## src/include/conv_consts.svh

```systemverilog
`ifndef CONV_CONSTS_SVH
`define CONV_CONSTS_SVH

// Input image, streamed in raster order.
`define CONV_IMG_W      28
`define CONV_IMG_H      28

// Valid region of the 3x3 convolution.
`define CONV_OUT_W      26
`define CONV_OUT_H      26

`define CONV_NUM_LANES  7
`define CONV_LANE_W     3
`define CONV_WIN_SIZE   9

`define CONV_PIX_W      8
`define CONV_COEF_W     8
`define CONV_BIAS_W     16
`define CONV_ACC_W      24
`define CONV_ADDR_W     10

`endif

```

## src/hw/conv_pkg.sv

```systemverilog
`default_nettype none

`include "conv_consts.svh"

package conv_pkg;

    typedef logic [`CONV_PIX_W-1:0] pixel_t;

    typedef logic signed [`CONV_COEF_W-1:0] tap_t;

    // Row-major, px[0] is the top left pixel.
    typedef struct packed {
        pixel_t [`CONV_WIN_SIZE-1:0] px;
    } window_t;

    typedef struct packed {
        logic [`CONV_WIN_SIZE*`CONV_COEF_W-`CONV_BIAS_W-1:0] pad;
        logic signed [`CONV_BIAS_W-1:0]                      value;
    } coef_bias_t;

    // Same word read as taps or as a bias.
    typedef union packed {
        tap_t [`CONV_WIN_SIZE-1:0] taps;  // Same order as window_t.
        coef_bias_t                bias;
    } coef_payload_u;

    typedef enum logic {
        COEF_TAPS = 1'b0,
        COEF_BIAS = 1'b1
    } coef_kind_e;

    typedef struct packed {
        coef_kind_e                kind;
        logic [`CONV_LANE_W-1:0]   lane;
        coef_payload_u             payload;
    } coef_word_t;

    typedef struct packed {
        logic                      valid;
        logic [`CONV_ACC_W-1:0]    value;
    } lane_result_t;

    typedef lane_result_t [`CONV_NUM_LANES-1:0] lane_bus_t;

endpackage

`default_nettype wire

```

## src/hw/conv_lane.sv

```systemverilog
`default_nettype none

`include "conv_consts.svh"

module conv_lane
#(
    parameter int LANE_ID = 0
)
(
    input  wire                   clk,
    input  wire                   rst,
    input  wire                   coef_valid,
    input  wire conv_pkg::coef_word_t  coef,
    input  wire                   window_valid,
    input  wire conv_pkg::window_t     window,
    output conv_pkg::lane_result_t     result
);

    import conv_pkg::*;

    localparam int WIN    = `CONV_WIN_SIZE;
    localparam int ACC_W  = `CONV_ACC_W;
    localparam int BIAS_W = `CONV_BIAS_W;
    localparam int PROD_W = `CONV_PIX_W + `CONV_COEF_W + 1;

    localparam logic [`CONV_LANE_W-1:0] LANE_SEL = `CONV_LANE_W'(LANE_ID);

    tap_t [WIN-1:0]            taps_q;
    logic signed [BIAS_W-1:0]  bias_q;
    logic                      load_hit;

    logic [PROD_W-1:0]         prod_q [WIN];
    logic                      s1_valid;

    logic [ACC_W-1:0]          acc;
    logic                      res_valid_q;
    logic [ACC_W-1:0]          res_value_q;

    assign load_hit = coef_valid && (coef.lane == LANE_SEL);

    always_ff @(posedge clk)
    begin
        if (rst)
        begin
            taps_q <= '0;
            bias_q <= '0;
        end
        else if (load_hit)
        begin
            if (coef.kind == COEF_TAPS)
            begin
                taps_q <= coef.payload.taps;
            end
            else
            begin
                bias_q <= coef.payload.bias.value;
            end
        end
    end

    // Stage 1, unsigned pixel times signed tap.
    always_ff @(posedge clk)
    begin
        for (int i = 0; i < WIN; i++)
        begin
            prod_q[i] <= $signed({1'b0, window.px[i]}) * $signed(taps_q[i]);
        end
    end

    always_comb
    begin
        acc = {{(ACC_W - BIAS_W){bias_q[BIAS_W-1]}}, bias_q};
        for (int i = 0; i < WIN; i++)
        begin
            acc = acc + {{(ACC_W - PROD_W){prod_q[i][PROD_W-1]}}, prod_q[i]};
        end
    end

    // Stage 2, sum plus bias with ReLU.
    always_ff @(posedge clk)
    begin
        res_value_q <= acc[ACC_W-1] ? '0 : acc;
    end

    always_ff @(posedge clk)
    begin
        if (rst)
        begin
            s1_valid    <= 1'b0;
            res_valid_q <= 1'b0;
        end
        else
        begin
            s1_valid    <= window_valid;
            res_valid_q <= s1_valid;
        end
    end

    assign result = '{valid: res_valid_q, value: res_value_q};

    // Coefficients must stay still while a frame streams.
    a_no_load_in_frame: assert property (
        @(posedge clk) disable iff (rst)
        !(load_hit && window_valid)
    );

endmodule

`default_nettype wire

```

## config.mk

```make
export PLATFORM = sky130hd
export DESIGN_NAME = conv_lane
export DESIGN_NICKNAME = d
export VERILOG_FILES = /design/src/hw/conv_pkg.sv /design/src/hw/conv_lane.sv
export VERILOG_INCLUDE_DIRS = /design/src /design/src/include
export SDC_FILE = /design/constraint.sdc
export NUM_CORES = 2
export LEC_CHECK = 0
export BUFFER_PORTS_ARGS = -buffer_cell sky130_fd_sc_hd__clkbuf_2
export CORE_MARGIN = 2
export CORE_UTILIZATION = 30
export DETAILED_ROUTE_END_ITERATION = 6
export HOLD_SLACK_MARGIN = 0.03
export PLACE_DENSITY_LB_ADDON = 0.25
export SKIP_LAST_GASP = 1
export SYNTH_ARGS = -nofsm -noshare
export SYNTH_HDL_FRONTEND = slang
export SYNTH_SLANG_ARGS = --single-unit
export TNS_END_PERCENT = 10
```

## constraint.sdc

```tcl
create_clock -name clk -period 5.4 [get_ports clk]
set_input_delay 0 -clock clk [delete_from_list [all_inputs] [get_ports clk]]
set_output_delay 0 -clock clk [all_outputs]
set_load 0.1 [all_outputs]
```

* Yosys cells after proc, flatten, opt, wreduce, memory -nomap -nowiden
Memory sizes are Yosys's and may differ from the RTL's.
Index checks and enable logic that the tools add are counted.
** Word-level totals
- Bits in registers :: 114
- RAM bits :: 153
- Input bits :: 152
- Output and inout bits :: 25
- Word-level logic and storage cells :: 38
- Memories kept :: 1
** Memory list
- prod_q :: depth 9, bits a word 17, read ports 9, clocked after Yosys merged registers in 0, write ports 9, line conv_lane.sv:32 : logic [PROD_W-1:0] prod_q [WIN];
** Cells by class
- $add $sub $neg :: 9
- Multipliers :: 9
- Bitwise logic cells :: 1
- Reductions and logical operators :: 4
** Operators with widths (number)
- $mul 9x8->17 :: 9
- $add 24x24->24 :: 2
- $add 23x17->24 :: 1
- $add 22x17->23 :: 1
- $add 21x17->22 :: 1
- $add 20x17->21 :: 1
- $add 19x17->20 :: 1
- $add 18x17->19 :: 1
- $add 16x17->18 :: 1
- $reduce_and 2->1 :: 2
- $logic_not 3->1 :: 1
- $logic_and 1x1->1 :: 1
- $not 1->1 :: 1

* Longest topological paths before layout
- Depth after elaboration :: 9
- Gate-level depth with buffers :: 20
- Mapped depth without buffers :: 19

* Worst setup path after synthesis
OpenSTA, ideal clock, no wires.
- Kind :: register -> register
- Start :: mem prod_q[0][101] (netlist bit)
- End :: reg res_value_q[4]
- Setup time :: 0.078 ns
- Arrival time :: 4.685 ns
- Data required time :: 5.322 ns
- Setup slack :: 0.637 ns
- Cell stages (with the launch flop) :: 18
- Buffers on the path :: 1
- Clock period less this slack :: 4.763 ns
- Cell sequence :: dfxtp_1 > fa_1 > inv_1 > fa_1 > fa_1 > inv_1 > fa_1 > inv_1 > fa_1 > inv_1 > ha_1 > nand2_1 > or3_1 > o31a_1 > o211ai_2 > mux2i_2 > buf_2 > nor3_1
** RTL lines
- start, declared :: line conv_lane.sv:32
- end signal, assigned :: line conv_lane.sv:82 : res_value_q <= acc[ACC_W-1] ? '0 : acc;
- end, declared :: line conv_lane.sv:37 : logic [ACC_W-1:0] res_value_q;

==> results.toml <==
[outcome]
status = "complete, no violations"

[power_and_ir_drop]
max-vdd-ir-drop_uv = 177.0
p_switching_mw = 1.934
p_int_mw = 4.005
pwr-share-clk_pct = 42.0
swShare_pct = 32.56
p_leak_nw = 18.22
pwr-share-comb_pct = 22.4
seqPwrFrac_pct = 35.7
finalPower_mw = 5.939
power_density_nw_per_um2 = 167.0

[die]
dieArea_um2 = 104400
die_h_um = 323.1
pin_count = 177
core_um2 = 101300
die_x_um = 323.1
rows = 117
start_util_pct = 30.15

[placed_design]
dp_cells = 4798
place.gp.congestion = 0.8229
place_hpwl_mm = 65.68
portBuffers = 175

[layout]
final_common_cell = "inv_1"
final_util_pct = 35.11
layoutNonFillerInstCount = 4983
area_growth_pct = 16.47
drive_above_1_share_pct = 7.839
final_cell_mix = "670 x inv_1, 474 x fa_1, 413 x ha_1, 393 x nand2_1, 299 x and2_1"
fin_nets = 4624

[yosys]
synth_cells = 3278
synthArstFlopShare_pct = 0
synth_top_area_share_pct = 31.07
synth_fp_nets = 4317
ys.flop_type = "dfxtp_1"
yosys.area.top_type = "fa_1"
ys_seq_area_share_pct = 17.44
yosysWarningCount = 0
postSynthAreaPerCell_um2 = 9.316
synth_area_leaders = "fa_1 31%, dfxtp_1 17%, ha_1 17%, inv_1 8.2%, and2_1 6.1%"
ys_seq_elements = 266
synth_cell_types = 58
syn_area_um2 = 30540
synth_edf_count = 0

[setup_path]
critPathBufInv = 5
worstPathRequired_ns = 5.85
path_class = "register to register"
crit_family = "adder cells"
critPathMaxFanout = 21
cp-end-kind = "register"
slowest_stage = "fa_1"
start_kind = "register"
critPathMaxStageDelay_ns = 0.60
cp.arrival_ns = 5.53
path_common_cell = "fa_1"
path_cells = "fa_1 > inv_1 > fa_1 > fa_1 > inv_1 > fa_1 > inv_1 > fa_1 > inv_1 > ha_1 > nand2_1 > or3_1 > o31a_1 > o211ai_2 > mux2i_2 > buf_4 > nor3_1"

[grt]
antenna_found_initial = 8
grt_first_pass_wirelength_mm = 127.3
grt_pass1_vias = 23340
grt_max_degree = 73
grt.total_usage_pct = 15.62
gr-total-overflow = 0

[timing]
slew_violations = 0
setup_violations = 0
maxSlewHeadroom_pct = 28.12
min_period_over_period_pct = 94.00
worst_pin_slew_ns = 1.078
clock.fmax_mhz = 197.0
finClkSkew_ns = 0.03579
min_period_ns = 5.076
fin_setup_tns_ns = 0
grt_setup_unrepaired = "no"
hold_viol_final = 0

[drt]
antenna_left = 0
dr.first_iter.drc_count = 708
via_per_inst = 4.351
drt-total-wl_mm = 78.10
drt_pass1_iterations = 4
vias = 21680
wl_per_cell_um = 15.67
drc_errors = 0

[cts]
max-clock-path-buffers = 3
clk_latency_ns = 0.56
ctsRootBufferMaster = "clkbuf_16"
cts_setup_buffers = 0
clock-sinks = 266
tritoncts = "yes"
h-tree-depth = 2
clk_pin_slew_ns = 0.06
numCtsBuffers = 35

[min_path]
min-delay-path-class = "input pin to register"

[job]
max-cap-violations = 0
==> logic make-up after synthesis <==
family,synth area share [%]
other cells,0.01228
fa+ha+maj,47.99
xor+xnor,3.327
compound gates,6.142
flops,17.44
buf+inv,8.915
simple gates,15.57
mux,0.6023
==> metrics by stage <==
stage / hold WS (ns) / setup WS (ns) / instance area [um2]
2_1_floorplan: 0.1273 / 0.6372 / 30540
3_3_place_gp: 0.2107 / 0.4059 / 33150
3_5_place_dp: 0.2173 / 0.3303 / 33150
4_1_cts: 0.05433 / 0.3172 / 35560
5_1_grt: 0.08205 / 0.01639 / 35570
6_report: 0.07712 / 0.3242 / 35570
==> cell usage after synthesis (2+ instances only) <==
master     instances
a41oi_1            2
o211ai_1           4
nand4_1            5
nand2_1          393
nor3_1            23
a31o_2             4
nand3_1           15
buf_2              4
and3_1             7
a31oi_1            8
nor2b_1           26
o41ai_1            4
and2_1           299
inv_1            670
mux2i_1           17
a21o_1            17
o21bai_1          12
xnor2_1           86
nand2b_1          61
o21ai_0           39
o21a_1            18
clkbuf_1          46
or4b_1             3
a41o_1             2
o31a_1             4
nor4_1             2
dfxtp_1          266
nor2_1           111
o21ba_2            3
ha_1             413
a2111oi_0          2
or2_2              9
xor2_1            30
o31ai_1            6
fa_1             474
a21boi_0           2
a21oi_1          142
or4_1              2
o311a_1            4
or3_1              7
a211oi_1          15
buf_4              2
a211o_1            4
==> state kept, by name, summed over array words and instances (netlist names) <==
register,count
bias_q,16
prod_q,153
res_valid_q,1
res_value_q,23
s1_valid,1
taps_q,72
==> cell type report <==
cell class	instances	area, um2
timing repair buffer	322	2277
multi-input combinational	2290	22510
antenna	5	12.51
tap	1368	1712
inverter	670	2515
fill	10580	65730
clock buffer	48	1027
clock inverter	14	195.2
sequential	266	5325
==> worst reg2reg max path: cells and delay by family, from the launching register on <==
kind	cells	cell delay [ns]
flip-flops	1	0.32
multiplexers	1	0.09
AND/OR/NAND/NOR	3	0.83
adder cells (fa/ha/maj)	6	2.92
buffers and inverters	5	0.43
AO/OA/AOI/OAI	2	0.39
==> worst paths after layout <==
| kind | from | depth (start not counted) | slack (ns) | to |
|---|---|---|---|---|
| max | prod_q[0][101] | 17 | 0.32 | res_value_q[4] |
| min | window[17] | 3 | 0.08 | prod_q[0][35] |
| min reg2reg | s1_valid | 1 | 0.44 | res_valid_q |
| max reg2reg | prod_q[0][101] | 17 | 0.32 | res_value_q[4] |
==> repair_timing <==
item | CTS | global route
endpoints found under the hold margin | 107 | 0
hold buffers | 118 | 0
resized for setup | 0 | 0
==> power groups by stage <==
stage               clock network [mW]  logic (mW)  registers, mW
finish                            2.49        1.33           2.12
global route                      2.65        1.48           2.13
CTS                               2.58        1.34           2.12
detailed placement                   0        1.28           2.16
global placement                     0        1.28           2.16
floorplan                            0       0.578           2.45
==> routing by layer <==
metal | up-vias | share of wire [%] | global-route usage [%]
li1 | 10710 | - | -
met1 | 10610 | 46 | 20.30
met2 | 282 | 49 | 27.17
met3 | 81 | 3.3 | 2.129
met4 | 2 | 2.4 | 4.083
met5 | - | 0.015 | 0
No activity file was read; power rests on OpenSTA's default activity.
