[config.mk]
export PLATFORM = sky130hd
export DESIGN_NAME = window_gen
export DESIGN_NICKNAME = d
export VERILOG_FILES = /design/src/hw/conv_pkg.sv /design/src/hw/window_gen.sv
export VERILOG_INCLUDE_DIRS = /design/src /design/src/include
export SDC_FILE = /design/constraint.sdc
export NUM_CORES = 1
export LEC_CHECK = 0
export BUFFER_PORTS_ARGS = -buffer_cell sky130_fd_sc_hd__buf_2
export CORE_MARGIN = 5
export CORE_UTILIZATION = 30
export CTS_CLUSTER_SIZE = 24
export DETAILED_ROUTE_END_ITERATION = 10
export PLACE_DENSITY = 0.55
export SLEW_MARGIN = 40
export SYNTH_ARGS = -nofsm -noshare
export SYNTH_HDL_FRONTEND = slang
export SYNTH_SLANG_ARGS = --single-unit
[constraint.sdc]
create_clock -name clk -period 6.3 [get_ports clk]
set_clock_uncertainty 0.1 [all_clocks]
set_input_delay 0.63 -clock clk [delete_from_list [all_inputs] [get_ports clk]]
set_output_delay 0.63 -clock clk [all_outputs]
set_load 0.005 [all_outputs]
[src/include/conv_consts.svh]
`ifndef CONV_CONSTS_SVH
`define CONV_CONSTS_SVH

// Input image, streamed in raster order.
`define CONV_IMG_W      28
`define CONV_IMG_H      28

// Valid region of the 3x3 convolution.
`define CONV_OUT_W      26
`define CONV_OUT_H      26

`define CONV_NUM_LANES  7
`define CONV_LANE_W     3
`define CONV_WIN_SIZE   9

`define CONV_PIX_W      8
`define CONV_COEF_W     8
`define CONV_BIAS_W     16
`define CONV_ACC_W      24
`define CONV_ADDR_W     10

`endif

[src/hw/conv_pkg.sv]
`default_nettype none

`include "conv_consts.svh"

package conv_pkg;

    typedef logic [`CONV_PIX_W-1:0] pixel_t;

    typedef logic signed [`CONV_COEF_W-1:0] tap_t;

    // Row-major, px[0] is the top left pixel.
    typedef struct packed {
        pixel_t [`CONV_WIN_SIZE-1:0] px;
    } window_t;

    typedef struct packed {
        logic [`CONV_WIN_SIZE*`CONV_COEF_W-`CONV_BIAS_W-1:0] pad;
        logic signed [`CONV_BIAS_W-1:0]                      value;
    } coef_bias_t;

    // Same word read as taps or as a bias.
    typedef union packed {
        tap_t [`CONV_WIN_SIZE-1:0] taps;  // Same order as window_t.
        coef_bias_t                bias;
    } coef_payload_u;

    typedef enum logic {
        COEF_TAPS = 1'b0,
        COEF_BIAS = 1'b1
    } coef_kind_e;

    typedef struct packed {
        coef_kind_e                kind;
        logic [`CONV_LANE_W-1:0]   lane;
        coef_payload_u             payload;
    } coef_word_t;

    typedef struct packed {
        logic                      valid;
        logic [`CONV_ACC_W-1:0]    value;
    } lane_result_t;

    typedef lane_result_t [`CONV_NUM_LANES-1:0] lane_bus_t;

endpackage

`default_nettype wire

[src/hw/window_gen.sv]
`default_nettype none

`include "conv_consts.svh"

module window_gen
(
    input  wire                clk,
    input  wire                rst,
    input  wire                pixel_valid,
    input  wire conv_pkg::pixel_t  pixel,
    output logic               window_valid,
    output conv_pkg::window_t  window
);

    import conv_pkg::*;

    localparam int COL_W = $clog2(`CONV_IMG_W);
    localparam int ROW_W = $clog2(`CONV_IMG_H);

    localparam logic [COL_W-1:0] COL_LAST = COL_W'(`CONV_IMG_W - 1);
    localparam logic [ROW_W-1:0] ROW_LAST = ROW_W'(`CONV_IMG_H - 1);
    localparam logic [COL_W-1:0] COL_FIRST_WIN = COL_W'(2);
    localparam logic [ROW_W-1:0] ROW_FIRST_WIN = ROW_W'(2);

    pixel_t line_prev  [`CONV_IMG_W];  // Row r-1.
    pixel_t line_prev2 [`CONV_IMG_W];  // Row r-2.

    logic [COL_W-1:0] col_cnt;
    logic [ROW_W-1:0] row_cnt;

    pixel_t top_px;
    pixel_t mid_px;
    logic   interior;

    assign top_px = line_prev2[col_cnt];
    assign mid_px = line_prev[col_cnt];

    // Bottom right corner of a full window.
    assign interior = (row_cnt >= ROW_FIRST_WIN) && (col_cnt >= COL_FIRST_WIN);

    always_ff @(posedge clk)
    begin
        if (pixel_valid)
        begin
            line_prev2[col_cnt] <= mid_px;  // Rows move up by one.
            line_prev[col_cnt]  <= pixel;
        end
    end

    always_ff @(posedge clk)
    begin
        if (rst)
        begin
            col_cnt <= '0;
            row_cnt <= '0;
        end
        else if (pixel_valid)
        begin
            if (col_cnt == COL_LAST)
            begin
                col_cnt <= '0;
                if (row_cnt == ROW_LAST)
                begin
                    row_cnt <= '0;  // Frame wrap.
                end
                else
                begin
                    row_cnt <= row_cnt + 1'b1;
                end
            end
            else
            begin
                col_cnt <= col_cnt + 1'b1;
            end
        end
    end

    // Columns slide left, new column enters on the right.
    always_ff @(posedge clk)
    begin
        if (pixel_valid)
        begin
            for (int r = 0; r < 3; r++)
            begin
                window.px[r*3]   <= window.px[r*3+1];
                window.px[r*3+1] <= window.px[r*3+2];
            end
            window.px[2] <= top_px;
            window.px[5] <= mid_px;
            window.px[8] <= pixel;
        end
    end

    always_ff @(posedge clk)
    begin
        if (rst)
        begin
            window_valid <= 1'b0;
        end
        else
        begin
            window_valid <= pixel_valid && interior;
        end
    end

    // Line buffer indexing relies on this.
    a_counters_in_range: assert property (
        @(posedge clk) disable iff (rst)
        (col_cnt < COL_W'(`CONV_IMG_W)) && (row_cnt < ROW_W'(`CONV_IMG_H))
    );

endmodule

`default_nettype wire

Word-level counts from Yosys, hierarchy flattened

Memories as Yosys holds them, arrays and structs flattened. A register that Yosys moved wholly into a read port is not among the register bits.
Index checks and enable logic that the tools add are counted.
Widths: inputs -> output; s select.

Logic and storage cells: 28
Register bits after elaboration: 75
Output and inout bits: 73
Memory bits (writable): 448
Bits of input ports: 11
Memories: 2

Memories:

| memory     | depth | bits a word | read ports | clocked after Yosys merged registers in | wr ports | RTL line         | text |
|---|---|---|---|---|---|---|---|
| line_prev  | 28    | 8           | 1          | 1                                       | 1        | window_gen.sv:25 | `` pixel_t line_prev [`CONV_IMG_W]; `` |
| line_prev2 | 28    | 8           | 1          | 1                                       | 1        | window_gen.sv:26 | `` pixel_t line_prev2 [`CONV_IMG_W]; `` |

Mux-type cells: 6
$add $sub $neg: 2
$lt $le $gt $ge: 2
Equality and inequality tests: 2
Reduce and logical (&&, ||, !) cells: 3

Operators by type and width:

| cell                | number |
|---|---|
| $mux 5              | 4 |
| $add 5x1->5 const B | 2 |
| $eq 5x5->1 const B  | 2 |
| $ge 5x2->1 const B  | 2 |
| $logic_and 1x1->1   | 2 |
| $mux 1              | 2 |
| $reduce_and 2->1    | 1 |

Longest topological paths before layout

Gate-level depths: netlist of run 1.

Word-level depth: 4
Gate-level depth with buffers: 8
Mapped depth without buffers: 5

Worst setup path before layout of run 1

OpenSTA, ideal clock, no wires.

Path kind: reg-to-reg
Start point: register (tool-made name)
End point: memory line_prev2[0][1] (netlist name) (data pin)
Data arrival time: 2310 ps
Required time: 5777 ps
Clock period less this slack: 2833 ps
Setup time: 423 ps
Cell stages (with the launch flop): 8
Slack: 3467 ps
Path buffers: 3
Cells stage by stage: dfxtp_1 -> buf_4 -> buf_2 -> buf_4 -> nor2_1 -> nand2_1 -> o22ai_1 -> nor3_1

RTL lines:

| element          | RTL line |
|---|---|
| end: declaration | window_gen.sv:26 |

==> impl_summary.log, run 1 <==
INFO  metric detailedPlace.worstSlack = 3180 ps
INFO  metric synth_xor_area_share = 0.173%
INFO  metric die_height = 270 µm
INFO  metric synth.cell_area = 20300 µm²
INFO  metric synth_fa_ha_area_share = 0.432%
INFO  metric post_synth_and_or_nand_nor_area_fraction = 4.57%
INFO  metric synth.distinct_cells = 49
INFO  metric dr_vias_cell = 4.94
INFO  metric grt_first_pass_wirelength = 69600 µm
INFO  metric numPlacedInstances = 1959
INFO  metric synth-compound-area-share = 2.33%
INFO  metric area_growth = 16.2%
INFO  metric critical_path_class = reg -> reg
INFO  metric finish.instance_area = 23600 µm²
INFO  metric ant_nets = 0
INFO  metric critical_path_end_type = flip-flop
INFO  metric num_io_pins = 84
INFO  metric outcome = completed
INFO  metric gp_congestion = 0.743
INFO  metric cts_root_buffer = sky130_fd_sc_hd__clkbuf_16
INFO  metric remaining_drc_errors = 0
INFO  metric netlist_instances = 1004
INFO  metric drv_cap = 0
INFO  metric track_usage = 12.7%
INFO  metric layout.cells.most_common = sky130_fd_sc_hd__edfxtp_1
INFO  metric first_pass_iters = 6
INFO  metric muxShareOfSynthArea = 12.5%
INFO  metric grt_max_degree = 58
INFO  metric worstSetupStartpointType = flip-flop
INFO  metric dp_hpwl = 28200 µm
INFO  metric powerDensity = 324 nW/µm²
INFO  metric max_slew.worst_pin.slew = 934 ps
INFO  metric slew_headroom = 37.7%
INFO  metric average_size_of_a_mapped_cell = 20.2 µm²
INFO  metric synth_seq_cells = 536
INFO  metric cts_sinks = 536
INFO  metric clock_latency = 610 ps
INFO  metric layout.cells.most_common_list = sky130_fd_sc_hd__edfxtp_1 (520), sky130_fd_sc_hd__mux2i_1 (91), sky130_fd_sc_hd__buf_2 (83), sky130_fd_sc_hd__mux4_2 (60), sky130_fd_sc_hd__clkbuf_16 (53)
INFO  metric finalWorstSetupSlack = 3200 ps
INFO  metric layout-drive-gt1-share = 23.9%
INFO  metric nNetsFinal = 1158
INFO  metric post-cts-setup-buffers = 0
INFO  metric final_min_period_over_clock_period = 49.2%
INFO  metric cts_buffer_depth = 3
INFO  metric post_synthesis_net_count = 1022
INFO  metric antenna_violations_before_repair = 2
INFO  metric r2r_slack = 3200 ps
INFO  metric slew_violations = 0
INFO  metric tritoncts = yes
INFO  metric first_iter_violations = 889
INFO  metric drt_wl_cell = 23.2 µm
INFO  metric synth.yosys.warnings = 0
INFO  metric clk_transition_reported_paths = 60 ps
INFO  metric stdcell_count = 2050
INFO  metric crit_arrival = 3360 ps
INFO  metric area_of_the_core = 67000 µm²
INFO  metric maxClockFrequency = 0.322 GHz
INFO  metric total_cts_buffers = 52
INFO  metric floorplan.initialDensity = 30.2%
INFO  metric synth-seq-area-share = 78.6%
INFO  metric grt_setup_unrepaired = false
INFO  metric postRouteWirelength = 47500 µm
INFO  metric p_leak = 7.50 nW
INFO  metric dominantRegCellSynth = sky130_fd_sc_hd__edfxtp_1
INFO  metric h_tree_depth = 2
INFO  metric cp.required = 6560 ps
INFO  metric postPlaceCellArea = 21900 µm²
INFO  metric fin_setup_tns = 0 ps
INFO  metric global_route_total_overflow = 0
INFO  metric vias = 10.1k
INFO  metric die_w = 270 µm
INFO  metric min-delay-start = rst
INFO  metric grt_pass1_vias = 10.2k
INFO  metric ctsResizeCount = 0
INFO  metric worst_hold_check_path_type = in -> reg
INFO  metric setup_viol = 0
INFO  metric power.ir.vdd_worst = 0.193 mV
INFO  metric row_count = 95
INFO  metric timing.final.hold_violations = 0
INFO  metric synth_edf_count = 520
INFO  metric final_period_minus_worst_setup_slack = 3100 ps
INFO  metric ffs_w_async_s_r_synth = 0%
INFO  metric worst-path-max-fanout = 39
INFO  metric buffer_ports.inserted = 83
INFO  metric holdBufCountCts = 0
INFO  metric die_area = 72900 µm²
INFO  metric synth_top_family_by_area = multiplexers
[worst max-delay path, stage by stage (launching register included)]
cell and delay, ps:
sky130_fd_sc_hd__dfxtp_4 610, sky130_fd_sc_hd__buf_4 640, sky130_fd_sc_hd__mux4_2 580, sky130_fd_sc_hd__nand3_1 90, sky130_fd_sc_hd__nand4_1 310, sky130_fd_sc_hd__buf_4 310, sky130_fd_sc_hd__buf_4 180
[final cells by class]
cell class | count | area (µm²)
inverter | 4 | 15.0
fill | 6256 | 43500
antenna | 1 | 2.50
clock buffer | 63 | 1360
timing repair buffer | 128 | 772
multi-input combinational | 418 | 4090
sequential | 536 | 15900
clock inverter | 27 | 284
tap | 873 | 1090
[per-stage QoR]
step	power (mW)	hold slack, ps	utilization, %
after global routing	7.88	255	35.1
after floorplan	4.44	352	-
after detailed placement	4.65	328	32.7
after global placement	4.63	325	32.5
final	7.63	255	35.1
after CTS	7.71	229	35.1
[worst paths after layout]
check / cells past startpoint / endpoint
min: 2 / row_cnt[4]$_SDFFE_PP0P_
min reg2reg: 0 / window[0]$_DFFE_PP_
max reg2reg: 6 / line_prev2[9][2]$_DFFE_PP_
max: 6 / line_prev2[9][2]$_DFFE_PP_
[power breakdown]
part	total, mW	switching [mW]	internal [mW]
clock	3.06	1.32	1.75
combinational	0.478	0.292	0.186
sequential	4.09	0.0367	4.05
[per-layer routing]
layer | share of wire [%] | up-vias | GRT usage, %
met4 | 2.4 | 2 | 3.52
li1 | - | 4367 | -
met2 | 48 | 344 | 20.6
met3 | 6.4 | 79 | 2.35
met5 | 0.015 | - | 0
met1 | 43 | 5326 | 17.5
[synthesized netlist by cell type, types with 2 or more instances]
cell type,count,area (µm²)
sky130_fd_sc_hd__buf_2,11,55.1
sky130_fd_sc_hd__mux4_1,10,263
sky130_fd_sc_hd__buf_1,5,18.8
sky130_fd_sc_hd__mux4_2,60,1350
sky130_fd_sc_hd__nor2_1,21,78.8
sky130_fd_sc_hd__a21oi_1,13,65.1
sky130_fd_sc_hd__and3_1,3,18.8
sky130_fd_sc_hd__a41oi_1,3,26.3
sky130_fd_sc_hd__a22oi_1,24,180
sky130_fd_sc_hd__dfxtp_1,16,320
sky130_fd_sc_hd__a2bb2oi_1,4,35.0
sky130_fd_sc_hd__o211ai_1,2,15.0
sky130_fd_sc_hd__inv_1,3,11.3
sky130_fd_sc_hd__a222oi_1,4,40.0
sky130_fd_sc_hd__nand2b_1,3,18.8
sky130_fd_sc_hd__ha_1,7,87.6
sky130_fd_sc_hd__mux2i_1,91,911
sky130_fd_sc_hd__buf_4,15,113
sky130_fd_sc_hd__xor2_1,3,26.3
sky130_fd_sc_hd__nand3b_1,2,15.0
sky130_fd_sc_hd__o22ai_1,6,37.5
sky130_fd_sc_hd__and2_1,22,138
sky130_fd_sc_hd__nand2_1,48,180
sky130_fd_sc_hd__clkbuf_2,2,10.0
sky130_fd_sc_hd__clkbuf_1,10,37.5
sky130_fd_sc_hd__a31oi_1,2,12.5
sky130_fd_sc_hd__nand3_1,30,150
sky130_fd_sc_hd__or3_1,2,12.5
sky130_fd_sc_hd__nor2b_1,13,81.3
sky130_fd_sc_hd__buf_6,2,22.5
sky130_fd_sc_hd__nor3_1,10,50.1
sky130_fd_sc_hd__o211a_1,3,30.0
sky130_fd_sc_hd__edfxtp_1,520,15600
sky130_fd_sc_hd__nand4_1,19,119
[flip-flops by register name, summed over array words and instances, names as in the netlist, named ones only]
register      count
line_prev       224
col_cnt           5
window_valid      1
row_cnt           5
line_prev2      224
window           72
[cell families after synthesis]
kind of cell / count (synthesis)
AOI/OAI and AO/OA: 65
xor gates and xnor gates: 4
adders and majority gates: 7
buffers and inverters: 50
DFF: 536
muxes: 161
and+or+nand+nor: 181
Power figures use the tool's default switching activity.
==> run 2, diff against run 1 <==
ABC_AREA = 1   (was not set)
PLACE_DENSITY = 0.56   (was 0.55)
clock period = 2.5 ns   (was 6.3 ns; I/O delays follow)
==> run 2 against run 1 <==
Worst setup slack lost 2900 ps. Sequential cell count did not move. Core utilization rose by 0.49 points. Sequential share of layout area down 4.1 points. Non-clock buffer count grew 52. Maximum frequency grew 38%. Global-route usage increased by 0.53 points. Sequential power rose by 150%. Clock power rose to 2.6 times the previous value. Critical path type unchanged. Critical endpoint is now window[17]$_DFFE_PP_. Highest routed layer unchanged.
==> impl_summary.log, run 2 <==
INFO  metric outcome = completed
INFO  metric synth_edf_count = 520
INFO  metric share_comb_of_total_power = 7.6%
INFO  metric remaining_drc_errors = 0
INFO  metric finalWorstSetupSlack = 251 ps
INFO  metric yosys.area.top_type = sky130_fd_sc_hd__edfxtp_1
INFO  metric buffer_ports.inserted = 83
INFO  metric worst-path-max-fanout = 52
INFO  metric detailedPlace.worstSlack = 255 ps
INFO  metric crit_family = compound AO/OA/AOI/OAI gates
INFO  metric synth.distinct_cells = 32
INFO  metric post_synthesis_net_count = 1815
INFO  metric worst_hold_check_path_type = in -> reg
INFO  metric synth.yosys.warnings = 0
INFO  metric cellInternalPower = 15.2 mW
INFO  metric antenna_violations_before_repair = 3
INFO  metric area_of_the_core = 70400 µm²
INFO  metric synth.cells.most_frequent = sky130_fd_sc_hd__edfxtp_1 (520), sky130_fd_sc_hd__nand2_1 (428), sky130_fd_sc_hd__nor2_1 (297)
INFO  metric final_period_minus_worst_setup_slack = 2250 ps
INFO  metric route.met3.wl = 3230 µm
INFO  metric num_io_pins = 84
INFO  metric cp.required = 2840 ps
INFO  metric synth_area_leaders = sky130_fd_sc_hd__edfxtp_1 (73%), sky130_fd_sc_hd__nand2_1 (7.5%), sky130_fd_sc_hd__nor2_1 (5.2%), sky130_fd_sc_hd__nand3_1 (3.1%), sky130_fd_sc_hd__o21ai_0 (2.6%)
INFO  metric final_min_period_over_clock_period = 90.0%
INFO  metric row_count = 97
INFO  metric holdBufCountCts = 2
INFO  metric report.power.total = 19.6 mW
INFO  metric timing.final.hold_violations = 0
INFO  metric cts_root_buffer = sky130_fd_sc_hd__clkbuf_16
INFO  metric grt_setup_unrepaired = false
INFO  metric ffs_w_async_s_r_synth = 0%
INFO  metric layout.cells.most_common_list = sky130_fd_sc_hd__edfxtp_1 (520), sky130_fd_sc_hd__nand2_1 (428), sky130_fd_sc_hd__nor2_1 (296), sky130_fd_sc_hd__nand3_1 (134)
INFO  metric worstSetupStartpointType = flip-flop
INFO  metric ctsResizeCount = 0
INFO  metric slew_headroom = 52.5%
INFO  metric layout.cells.most_common = sky130_fd_sc_hd__edfxtp_1
INFO  metric floorplan.initialDensity = 30.4%
INFO  metric dr_vias_cell = 4.61
INFO  metric gp_congestion = 0.843
INFO  metric setup_viol = 0
INFO  metric maxClockFrequency = 0.445 GHz
INFO  metric die_height = 277 µm
INFO  metric dominantRegCellSynth = sky130_fd_sc_hd__edfxtp_1
INFO  metric track_usage = 13.2%
INFO  metric layout-drive-gt1-share = 13.5%
INFO  metric grt_max_degree = 66
INFO  metric synth-seq-area-share = 74.5%
INFO  metric route.met2.wl = 24700 µm
INFO  metric power.ir.vdd_worst = 0.483 mV
INFO  metric post-synth-top-area-fraction = 73.0%
INFO  metric crit_arrival = 2590 ps
INFO  metric drv_cap = 0
INFO  metric post-cts-setup-buffers = 0
INFO  metric die_w = 277 µm
INFO  metric netlist_instances = 1797
INFO  metric cts_sinks = 536
INFO  metric cp_num_buf_inv = 1
INFO  metric crit_path_max_incr_delay = 570 ps
INFO  metric cell_with_the_most_instances_after_synthesis = sky130_fd_sc_hd__edfxtp_1
INFO  metric netSwitchingFraction = 22.4%
INFO  metric area_growth = 17.3%
INFO  metric cts_buffer_depth = 3
INFO  metric global_route_total_overflow = 0
INFO  metric cell_type_of_the_slowest_stage_on_the_worst_timing_path = sky130_fd_sc_hd__o21ai_0
INFO  metric powerDensity = 783 nW/µm²
INFO  metric critical-path-top-cell-by-count = sky130_fd_sc_hd__nand2_1
INFO  metric critical_path_end_type = flip-flop
INFO  metric average_size_of_a_mapped_cell = 11.9 µm²
INFO  metric dp_hpwl = 32000 µm
INFO  metric die_area = 76700 µm²
INFO  metric synth_seq_cells = 536
INFO  metric clk_transition_reported_paths = 60 ps
INFO  metric crit_chain = buf_4 -> o21ai_0 -> o21ai_0 -> nand2_1 -> nand2_1 -> nand2_1 -> nand3_1
INFO  metric total_switching_power = 4.40 mW
INFO  metric top_layer = met5
INFO  metric first_iter_violations = 1258
INFO  metric grt_pass1_vias = 13.1k
INFO  metric wire_length_the_detailed_router_placed_on_met1 = 22600 µm
INFO  metric grt_first_pass_wirelength = 79500 µm
INFO  metric nNetsFinal = 1965
INFO  metric clock_power_share = 40.2%
INFO  metric postRouteWirelength = 52200 µm
INFO  metric slew_violations = 0
INFO  metric fin_setup_tns = 0 ps
INFO  metric critical_path_class = reg -> reg
INFO  metric tritoncts = yes
INFO  metric synth.cell_area = 21400 µm²
INFO  metric first_pass_iters = 5
INFO  metric final.fill_count = 6848
INFO  metric ant_nets = 0
INFO  metric drt_wl_cell = 17.8 µm
INFO  metric clock_latency = 600 ps
INFO  metric pwr-share-seq = 52.1%
INFO  metric vias = 13.5k
INFO  metric max_slew.worst_pin.slew = 713 ps
INFO  metric h_tree_depth = 2
INFO  metric total_cts_buffers = 54
INFO  metric p_leak = 9.36 nW
[run 2: worst paths after layout]
kind                               endpoint  cells after the start               startpoint  slack, ps
hold reg to reg        window[49]$_DFFE_PP_                      0     window[57]$_DFFE_PP_        340
setup reg to reg       window[17]$_DFFE_PP_                      7  col_cnt[0]$_SDFFE_PP0P_        250
setup / recovery       window[17]$_DFFE_PP_                      7  col_cnt[0]$_SDFFE_PP0P_        250
hold / removal    line_prev[9][1]$_DFFE_PP_                      1                 pixel[1]        100
[run 2: per-stage QoR]
stage / instances / util [%] / hold WS [ps] / instance area (µm²)
floorplan: 1797 / - / 219 / 21400
global placement: 2829 / 33.2 / 325 / 23300
detailed placement: 2829 / 33.2 / 328 / 23300
CTS: 2926 / 35.6 / 80.4 / 25100
global route: 2926 / 35.6 / 106 / 25100
finish: 2928 / 35.6 / 103 / 25100
[run 2: cell families after synthesis]
logic type | share of synthesized area [%]
DFF | 74.5
buffers and inverters | 4.37
xor gates and xnor gates | 0.123
adders and majority gates | 0.410
AOI/OAI and AO/OA | 4.13
and+or+nand+nor | 16.4
[run 2: routing by layer]
layer / GRT usage [%] / vias to the layer above
met3: 2.63 / 94
li1: - / 6409
met4: 4.33 / 2
met2: 21.5 / 411
met1: 17.8 / 6584
met5: 0 / -
[run 2: area by class of cell]
class                   instances  area [µm²]  share of cell area [%]
diodes                          2        5.00                  0.0200
clock buffers                  70        1430                    5.71
clock inverters                25         274                    1.09
well taps                     940        1180                    4.69
flip-flops and latches        536       15900                    63.6
repair buffers                180        1290                    5.14
inverters                     120         450                    1.80
multi-input cells            1055        4510                    18.0
[run 2: power groups by stage]
stage | Combinational [mW] | Clock [mW] | Sequential [mW]
3_5_place_dp | 1.52 | 0 | 10.4
6_report | 1.50 | 7.89 | 10.2
2_1_floorplan | 0.816 | 0 | 10.4
3_3_place_gp | 1.50 | 0 | 10.4
4_1_cts | 1.53 | 8.09 | 10.2
5_1_grt | 1.67 | 8.45 | 10.3
